--- src/hw/cpuPkg.sv ---
`default_nettype none

package cpuPkg;

    localparam int opcodeWidth = 16;
    localparam int flagCount = 4;

    typedef enum logic [5:0] {
        START    = 6'd0,
        FETCH    = 6'd1,
        ATYPE    = 6'd2,
        ITYPE    = 6'd3,
        JTYPE    = 6'd4,
        SITYPE   = 6'd5,
        JFGINSTR = 6'd6,  // Taken flag jump
        RIMMED   = 6'd20, // Operand read at PC
        RADDRESS = 6'd21, // Operand read at A
        HALT     = 6'd63  // Absorbing stop state
    } cpuState_t;

    typedef enum logic [2:0] {
        classA,
        classI,
        classJ,
        classSi,
        classFlagJump, // Condition true
        classFlagSet,  // Flag set or clear
        classNop,      // Condition false
        classInvalid
    } instrClass_t;

    typedef enum logic [2:0] {
        destNone = 3'd0,
        destA    = 3'd1,
        destB    = 3'd2,
        destC    = 3'd3,
        destAdr  = 3'd4, // Memory at address in A
        destAbs  = 3'd5,
        destAbsi = 3'd6
    } dest_t;

    typedef enum logic [2:0] {
        srcReg0 = 3'd0,
        srcReg1 = 3'd1,
        srcReg2 = 3'd2,
        srcReg3 = 3'd3,
        srcImm  = 3'd4,
        srcAbs  = 3'd5,
        srcAddr = 3'd6,
        srcIdx  = 3'd7
    } srcMode_t;

    typedef logic [3:0] aluASel_t; // 0..3 pick a register
    localparam aluASel_t aluAFromPc = 4'd4;
    localparam aluASel_t aluAFromMem = 4'd5;

    typedef logic [3:0] aluBSel_t; // 0..3 pick a register
    localparam aluBSel_t aluBFromOne = 4'd4;
    localparam aluBSel_t aluBFromOp = 4'd5;
    localparam aluBSel_t aluBFromAddr = 4'd6;
    localparam aluBSel_t aluBFromZero = 4'd7;

    typedef enum logic [1:0] {
        memFromPc = 2'd0,
        memFromA  = 2'd1
    } memAddrSel_t;

    typedef logic [3:0] aluFunc_t;
    localparam aluFunc_t aluAdd = 4'd0;
    localparam aluFunc_t aluJump = 4'd6;

    typedef logic [flagCount-1:0] flags_t;

    typedef struct packed {
        instrClass_t instrClass;
        srcMode_t    srcMode;
        dest_t       dest;
        aluFunc_t    aluFunc;
        aluBSel_t    aluB;
        logic [1:0]  flagIndex; // Flag tested or written
        logic        flagValue; // Compare value or new value
    } decodedInstr_t;

    typedef struct packed {
        memAddrSel_t memAddr;
        logic        enPC;
        logic        saveOpcode;
        logic        saveMem1;
        aluFunc_t    aluFunc;
        aluASel_t    aluA;
        aluBSel_t    aluB;
        logic        enA;
        logic        enB;
        logic        enC;
        logic        we;
        logic        re;
        logic        writeFromAlu;
        logic        enF;
        logic        sourceF;   // Flags loaded from inF
        flags_t      inF;
    } ctrlWord_t;

endpackage

`default_nettype wire

--- src/hw/opcodeDecoder.sv ---
`timescale 1ns/100ps
`default_nettype none

module opcodeDecoder (
    input wire [cpuPkg::opcodeWidth-1:0] opcode, // Current instruction
    input wire cpuPkg::flags_t flags,
    output cpuPkg::decodedInstr_t decoded
);

    logic [3:0] top;      // Class bits
    logic       condTrue; // F type condition met

    assign top = opcode[15:12];
    assign condTrue = (flags[opcode[9:8]] == opcode[10]);

    always_comb begin
        // Fields shared by every class
        decoded.srcMode = cpuPkg::srcMode_t'(opcode[11:9]);
        decoded.flagIndex = opcode[9:8];
        decoded.flagValue = opcode[10];

        decoded.instrClass = cpuPkg::classInvalid;
        decoded.dest = cpuPkg::destNone;
        decoded.aluFunc = cpuPkg::aluAdd;
        decoded.aluB = cpuPkg::aluBFromOp;

        if (top == 4'b0000) begin
            decoded.instrClass = cpuPkg::classA;
            decoded.dest = cpuPkg::dest_t'(opcode[2:0]);
            decoded.aluFunc = opcode[8:5];
            decoded.aluB = {2'b00, opcode[4:3]}; // Register operand
        end else if (top[3:2] == 2'b01) begin
            decoded.instrClass = cpuPkg::classI;
            decoded.dest = cpuPkg::dest_t'(opcode[11:9]); // Source doubles as destination
            decoded.aluFunc = {opcode[8], opcode[8], opcode[13:12]};
        end else if (top[3]) begin
            decoded.instrClass = cpuPkg::classJ;
            decoded.aluFunc = cpuPkg::aluJump;
            decoded.aluB = cpuPkg::aluBFromAddr;
        end else if (top == 4'b0001) begin
            decoded.instrClass = cpuPkg::classSi;
            decoded.dest = cpuPkg::dest_t'(opcode[6:4]);
            decoded.aluFunc = {2'b10, opcode[8:7]};
        end else if (top == 4'b0010) begin
            if (opcode[11]) begin
                decoded.instrClass = cpuPkg::classFlagSet;
            end else if (condTrue) begin
                decoded.instrClass = cpuPkg::classFlagJump;
            end else begin
                decoded.instrClass = cpuPkg::classNop; // Not taken
            end
        end
        // Stack class and anything else stays invalid
    end

endmodule

`default_nettype wire

--- src/hw/cpuSequencer.sv ---
`timescale 1ns/100ps
`default_nettype none

module cpuSequencer (
    input wire clk,
    input wire rst,
    input wire stall,
    input wire cpuPkg::decodedInstr_t decoded,
    output cpuPkg::cpuState_t state
);

    cpuPkg::cpuState_t nextState;
    cpuPkg::cpuState_t execState; // Main state of the decoded class
    logic              readsSrc;  // Class has a source operand

    always_ff @(posedge clk or posedge rst) begin
        if (rst) begin
            state <= cpuPkg::START;
        end else if (!stall) begin
            state <= nextState;
        end
    end

    always_comb begin
        case (decoded.instrClass)
            cpuPkg::classA:        execState = cpuPkg::ATYPE;
            cpuPkg::classI:        execState = cpuPkg::ITYPE;
            cpuPkg::classSi:       execState = cpuPkg::SITYPE;
            cpuPkg::classJ:        execState = cpuPkg::JTYPE;
            cpuPkg::classFlagJump: execState = cpuPkg::JFGINSTR;
            cpuPkg::classFlagSet,
            cpuPkg::classNop:      execState = cpuPkg::FETCH; // Done inside FETCH
            default:               execState = cpuPkg::HALT;
        endcase
    end

    assign readsSrc = (decoded.instrClass == cpuPkg::classA) ||
                      (decoded.instrClass == cpuPkg::classI) ||
                      (decoded.instrClass == cpuPkg::classSi);

    always_comb begin
        nextState = cpuPkg::HALT;
        case (state)
            cpuPkg::START: nextState = cpuPkg::FETCH;
            cpuPkg::FETCH: begin
                nextState = execState;
                if (readsSrc) begin
                    case (decoded.srcMode)
                        cpuPkg::srcImm:  nextState = cpuPkg::RIMMED;
                        cpuPkg::srcAddr: nextState = cpuPkg::RADDRESS;
                        cpuPkg::srcAbs,
                        cpuPkg::srcIdx:  nextState = cpuPkg::HALT; // Modes not supported
                        default:         nextState = execState;
                    endcase
                end
            end
            cpuPkg::RIMMED, cpuPkg::RADDRESS: nextState = execState;
            cpuPkg::ATYPE, cpuPkg::ITYPE, cpuPkg::SITYPE: begin
                if (decoded.dest == cpuPkg::destAbs || decoded.dest == cpuPkg::destAbsi) begin
                    nextState = cpuPkg::HALT;
                end else begin
                    nextState = cpuPkg::FETCH;
                end
            end
            cpuPkg::JTYPE, cpuPkg::JFGINSTR: nextState = cpuPkg::FETCH;
            default: nextState = cpuPkg::HALT; // HALT holds until reset
        endcase
    end

endmodule

`default_nettype wire

--- src/hw/controlWordGen.sv ---
`timescale 1ns/100ps
`default_nettype none

module controlWordGen (
    input wire cpuPkg::cpuState_t state,
    input wire cpuPkg::decodedInstr_t decoded,
    input wire cpuPkg::flags_t flags, // Current flag register
    output cpuPkg::ctrlWord_t ctrl
);

    cpuPkg::flags_t   flagMask; // One-hot selected flag
    cpuPkg::flags_t   newFlags; // Flags after set or clear
    cpuPkg::aluASel_t srcSel;   // ALU A for the source field

    assign flagMask = cpuPkg::flags_t'(1) << decoded.flagIndex;
    assign newFlags = decoded.flagValue ? (flags | flagMask) : (flags & ~flagMask);

    // Register number, or the operand latched in mem1
    assign srcSel = decoded.srcMode[2] ? cpuPkg::aluAFromMem
                                       : {2'b00, decoded.srcMode[1:0]};

    always_comb begin
        ctrl = '0; // Unused strobes stay low
        case (state)
            cpuPkg::FETCH, cpuPkg::RIMMED: begin
                ctrl.memAddr = cpuPkg::memFromPc; // Read word at PC
                ctrl.re = 1'b1;
                ctrl.aluFunc = cpuPkg::aluAdd;    // PC + 1
                ctrl.aluA = cpuPkg::aluAFromPc;
                ctrl.aluB = cpuPkg::aluBFromOne;
                ctrl.enPC = 1'b1;
                if (state == cpuPkg::FETCH) begin
                    ctrl.saveOpcode = 1'b1;
                    if (decoded.instrClass == cpuPkg::classFlagSet) begin
                        ctrl.enF = 1'b1;
                        ctrl.sourceF = 1'b1;
                        ctrl.inF = newFlags;
                    end
                end else begin
                    ctrl.saveMem1 = 1'b1; // Immediate operand
                end
            end

            cpuPkg::RADDRESS: begin
                ctrl.memAddr = cpuPkg::memFromA; // Operand at address in A
                ctrl.saveMem1 = 1'b1;
                ctrl.re = 1'b1;
            end

            cpuPkg::ATYPE, cpuPkg::ITYPE, cpuPkg::SITYPE: begin
                ctrl.aluA = srcSel;
                ctrl.aluB = decoded.aluB;
                ctrl.aluFunc = decoded.aluFunc;
                ctrl.enF = 1'b1; // Update flags
                case (decoded.dest)
                    cpuPkg::destA: ctrl.enA = 1'b1;
                    cpuPkg::destB: ctrl.enB = 1'b1;
                    cpuPkg::destC: ctrl.enC = 1'b1;
                    cpuPkg::destAdr: begin
                        ctrl.we = 1'b1;
                        ctrl.writeFromAlu = 1'b1;
                        ctrl.memAddr = cpuPkg::memFromA;
                    end
                    default: ; // No register written
                endcase
            end

            cpuPkg::JTYPE: begin
                ctrl.aluA = cpuPkg::aluAFromPc;   // Sign from PC
                ctrl.aluB = cpuPkg::aluBFromAddr; // Offset from instruction
                ctrl.aluFunc = cpuPkg::aluJump;
                ctrl.enPC = 1'b1;
            end

            cpuPkg::JFGINSTR: begin
                ctrl.aluA = cpuPkg::aluAFromPc;
                ctrl.aluB = cpuPkg::aluBFromOp; // Short offset
                ctrl.aluFunc = cpuPkg::aluAdd;
                ctrl.enPC = 1'b1;
            end

            default: ; // START and HALT keep every strobe low
        endcase
    end

endmodule

`default_nettype wire

--- src/hw/cpuController.sv ---
`timescale 1ns/100ps
`default_nettype none

module cpuController (
    input wire clk,
    input wire rst,
    input wire [cpuPkg::opcodeWidth-1:0] opcode, // Instruction register
    input wire cpuPkg::flags_t flags,
    input wire stall,                            // Holds the state register
    output wire cpuPkg::ctrlWord_t ctrl,
    output wire cpuPkg::cpuState_t state
);

    wire cpuPkg::decodedInstr_t decoded;

    opcodeDecoder opcodeDecoder_i (
        .opcode  (opcode),
        .flags   (flags),
        .decoded (decoded)
    );

    cpuSequencer cpuSequencer_i (
        .clk     (clk),
        .rst     (rst),
        .stall   (stall),
        .decoded (decoded),
        .state   (state)
    );

    controlWordGen controlWordGen_i (
        .state   (state),
        .decoded (decoded),
        .flags   (flags),
        .ctrl    (ctrl)
    );

endmodule

`default_nettype wire

--- config.mk ---
export PLATFORM = sky130hd
export DESIGN_NAME = cpuController
export DESIGN_NICKNAME = d
export VERILOG_FILES = /design/src/hw/cpuPkg.sv /design/src/hw/opcodeDecoder.sv /design/src/hw/cpuSequencer.sv /design/src/hw/controlWordGen.sv /design/src/hw/cpuController.sv
export SDC_FILE = /design/constraint.sdc
export NUM_CORES = 1
export LEC_CHECK = 0
export BUFFER_PORTS_ARGS = -buffer_cell sky130_fd_sc_hd__buf_2
export CORE_ASPECT_RATIO = 1.4
export CORE_UTILIZATION = 43
export DETAILED_ROUTE_END_ITERATION = 12
export HOLD_SLACK_MARGIN = 0.08
export PLACE_DENSITY = 0.76
export SLEW_MARGIN = 20
export SYNTH_ARGS = -nofsm -noshare
export SYNTH_HDL_FRONTEND = slang
export SYNTH_HIERARCHICAL = 1
export SYNTH_SLANG_ARGS = --single-unit
--- constraint.sdc ---
create_clock -name clk -period 1.99 [get_ports clk]
set_input_delay 0.398 -clock clk [delete_from_list [all_inputs] [get_ports clk]]
set_output_delay 0.398 -clock clk [all_outputs]
set_load 0.005 [all_outputs]
==> impl_metrics.csv <==
group,metric,value,unit
worst_setup_path,crit_family,"multiplexers",
detailed_routing,wl_per_cell,16.5,um
floorplanning,start_util,0.462,
detailed_routing,wl_met1,1850,um
timing,layout_min_cycle_time,2.38,ns
floorplanning,die-width,47.5,um
power,p_per_area,226,mW/mm2
yosys,synthTopCellsByArea,"dfrtp_1 10%, nor2_1 6.9%, buf_4 6.6%",
global_routing,grt_antenna_before_repair,0,
placement,place_congestion,0.843,
flow_run,maxCapViolCount,0,
detailed_routing,ant_nets,0,
yosys,yosys.area.top_type,"dfrtp_1",
yosys,synth_edf_count,0,
hold_path,worstHoldStart,"stall",
floorplanning,coreArea,0.00270,mm2
worst_setup_path,cp-start-kind,"primary input",
detailed_routing,wl_met3,244,um
worst_setup_path,worstSetupPathType,"in -> out",
hold_path,hold_path_depth,2,
yosys,yosysUniqueCellTypes,55,
yosys,synth_top_area_frac,0.100,
hold_path,worstHoldEndpoint,"cpuSequencer_i/state[3]",
timing,setup_slack,-0.390,ns
detailed_routing,dr.pass1.iters,4,
cts,tritoncts,"done",
global_routing,gr-usage-all-layers,0.258,
timing,finalHoldViolations,0,
worst_setup_path,crit_buf_inv,3,
yosys,synth_cells,187,
final_layout,regMostFlops,"cpuSequencer_i/state",
cts,worst_skew_pair.late_latency,0.23,ns
detailed_routing,vias,1727,
final_layout,fin_nets,291,
worst_setup_path,crit_arrival,1.98,ns
yosys,ys_seq_area_frac,0.100,
worst_setup_path,worstRegToRegCells,6,
final_layout,fillCellCount,196,
global_routing,grt_pass1_vias,1458,
cts,ctsRootBufferMaster,"clkbuf_4",
cts,htreeDepth,1,
final_layout,final_common_cell,"buf_2",
timing,timing.hold.ws,0.382,ns
final_layout,multi_input_area,0.00114,mm2
global_routing,grt_max_degree,17,
floorplanning,io_pins,58,
worst_setup_path,critical-path-max-stage-delay,0.52,ns
final_layout,register_area,125,um2
timing,finalSetupViolations,21,
floorplanning,die_area,0.00312,mm2
timing,rsz0062_at_grt,"true",
cts,numCtsBuffers,3,
yosys,synthArstFlopShare,1.00,
floorplanning,dieHeight,65.7,um
power,p_leak,0.998,nW
worst_setup_path,required,1.59,ns
detailed_routing,wl_met2,2670,um
cts,clk_pin_slew_worst_paths,0.04,ns
final_layout,largest_reg_flops,5,
yosys,synth.avg_cell_area,6.66,um2
timing,fmax,420,MHz
hold_path,hold_class,"in -> reg",
final_layout,top_regs,"cpuSequencer_i/state (5)",
final_layout,final_layout_size_suffix_gt1_frac,0.547,
global_routing,gr-total-overflow,0,
detailed_routing,drtIter0Drc,59,
detailed_routing,dr.max_layer_used,"met4",
detailed_routing,drc,0,
yosys,syn_area,0.00125,mm2
yosys,yosys_warnings,6,
detailed_routing,vias_per_cell,5.70,
placement,io_buffer_count,54,
detailed_routing,drt-total-wl,4990,um
worst_setup_path,cp_slowest_cell,"mux4_2",
outcome,status,"finished with violations",
worst_setup_path,worstSetupEndpointType,"output pin",
final_layout,final_cell_mix,"49 x buf_2, 31 x buf_4, 18 x nand2_1",
worst_setup_path,cp_cell_sequence,"buf_12, mux4_2, xnor2_2, o41ai_2, nor2b_1, nand4_1, buf_6, nor2_1, buf_2",
timing,period_share,1.20,
cts,cts_buffer_depth,2,
final_layout,antennaDiodeCount,0,
outcome,violations,"setup timing",
timing,drv_slew,0,
placement,dp_hpwl,2830,um
worst_setup_path,r2r_start,"cpuSequencer_i/state[3]",
global_routing,grt_pass1_wl,5990,um
final_layout,area_growth_syn_to_layout,65.1,%
worst_setup_path,r2r_slack,0.18,ns
floorplanning,rows,22,
yosys,ys_seq_elements,5,
timing,clock_skew,0.00441,ns
power,ir_drop,0.339,mV
worst_setup_path,path_max_fanout,6,
worst_setup_path,r2r_end,"cpuSequencer_i/state[1]",
yosys,ys.flop_type,"dfrtp_1",
cts,clock_sinks,5,
placement,place_ws,-0.499,ns
==> cell type report <==
type,instances,area share
clock buffers,4,0.0128
multi-input cells,149,0.557
flip-flops and latches,5,0.0608
well taps,36,0.0219
repair buffers,95,0.322
inverters,14,0.0255
==> cells by family after synthesis <==
kind of cell	count (synthesis)	share of synthesized area
simple gates	84	0.362
mux	8	0.0773
compound gates	51	0.288
other cells	2	0.00603
flops	5	0.100
xor+xnor	3	0.0211
buf+inv	34	0.145
==> synthesized netlist by cell type (2+ instances only) <==
library cell  instances
nor2_1               23
nand2_1              20
a21oi_1              15
inv_1                14
buf_4                11
o21ai_0              10
nor2b_1               7
clkbuf_1              5
dfrtp_1               5
nand2b_1              5
nor3_1                5
mux2i_1               4
nor4b_1               4
a22oi_1               3
mux2_2                3
a21o_1                2
a221o_1               2
a31oi_1               2
a32oi_1               2
and3_2                2
buf_2                 2
conb_1                2
nand3_1               2
nand3b_1              2
nor3b_1               2
o211ai_1              2
or2_2                 2
xnor2_1               2
==> metrics by stage <==
| stage | cell area [um2] | TNS (ns) | total power, mW | util | cells |
|---|---|---|---|---|---|
| floorplan | 1260 | -0.398 | 0.219 | - | 188 |
| global placement | 1660 | -4.35 | 0.281 | 0.616 | 287 |
| detailed placement | 1660 | -5.21 | 0.284 | 0.616 | 287 |
| CTS | 1870 | -2.49 | 0.427 | 0.693 | 296 |
| global route | 2060 | -4.77 | 0.498 | 0.763 | 303 |
| finish | 2060 | -3.16 | 0.464 | 0.763 | 303 |
==> worst max path at each step <==
stage	endpoint	slack, ns	cells past startpoint	start
3_3_place_gp	ctrl[3]	-0.43	8	opcode[8]
6_report	ctrl[1]	-0.39	9	opcode[8]
4_1_cts	ctrl[4]	-0.37	8	opcode[8]
2_1_floorplan	cpuSequencer_i/state[1]	-0.17	7	opcode[8]
5_1_grt	ctrl[1]	-0.47	9	opcode[8]
3_5_place_dp	ctrl[0]	-0.50	8	opcode[8]
==> what timing repair did <==
action                                  CTS  global route
buffers inserted                          4             7
resized for setup                        34            36
endpoints found under the setup margin   21            25
hold buffers                              1             0
hold endpoints to repair                  5             0
pin swaps                                 8            13
==> power breakdown <==
group          internal [mW]  switching (mW)  leakage [nW]
clock                 0.0755          0.0371        0.0150
combinational          0.118           0.130         0.937
sequential             0.103        0.000940        0.0457
total                  0.297           0.168         0.998
==> routing by layer <==
layer	track usage	up-vias
met3	0.0192	25
met4	0.0929	0
met1	0.302	807
li1	-	814
met2	0.462	81
met5	0	-
No activity file was read; power rests on OpenSTA's default activity.
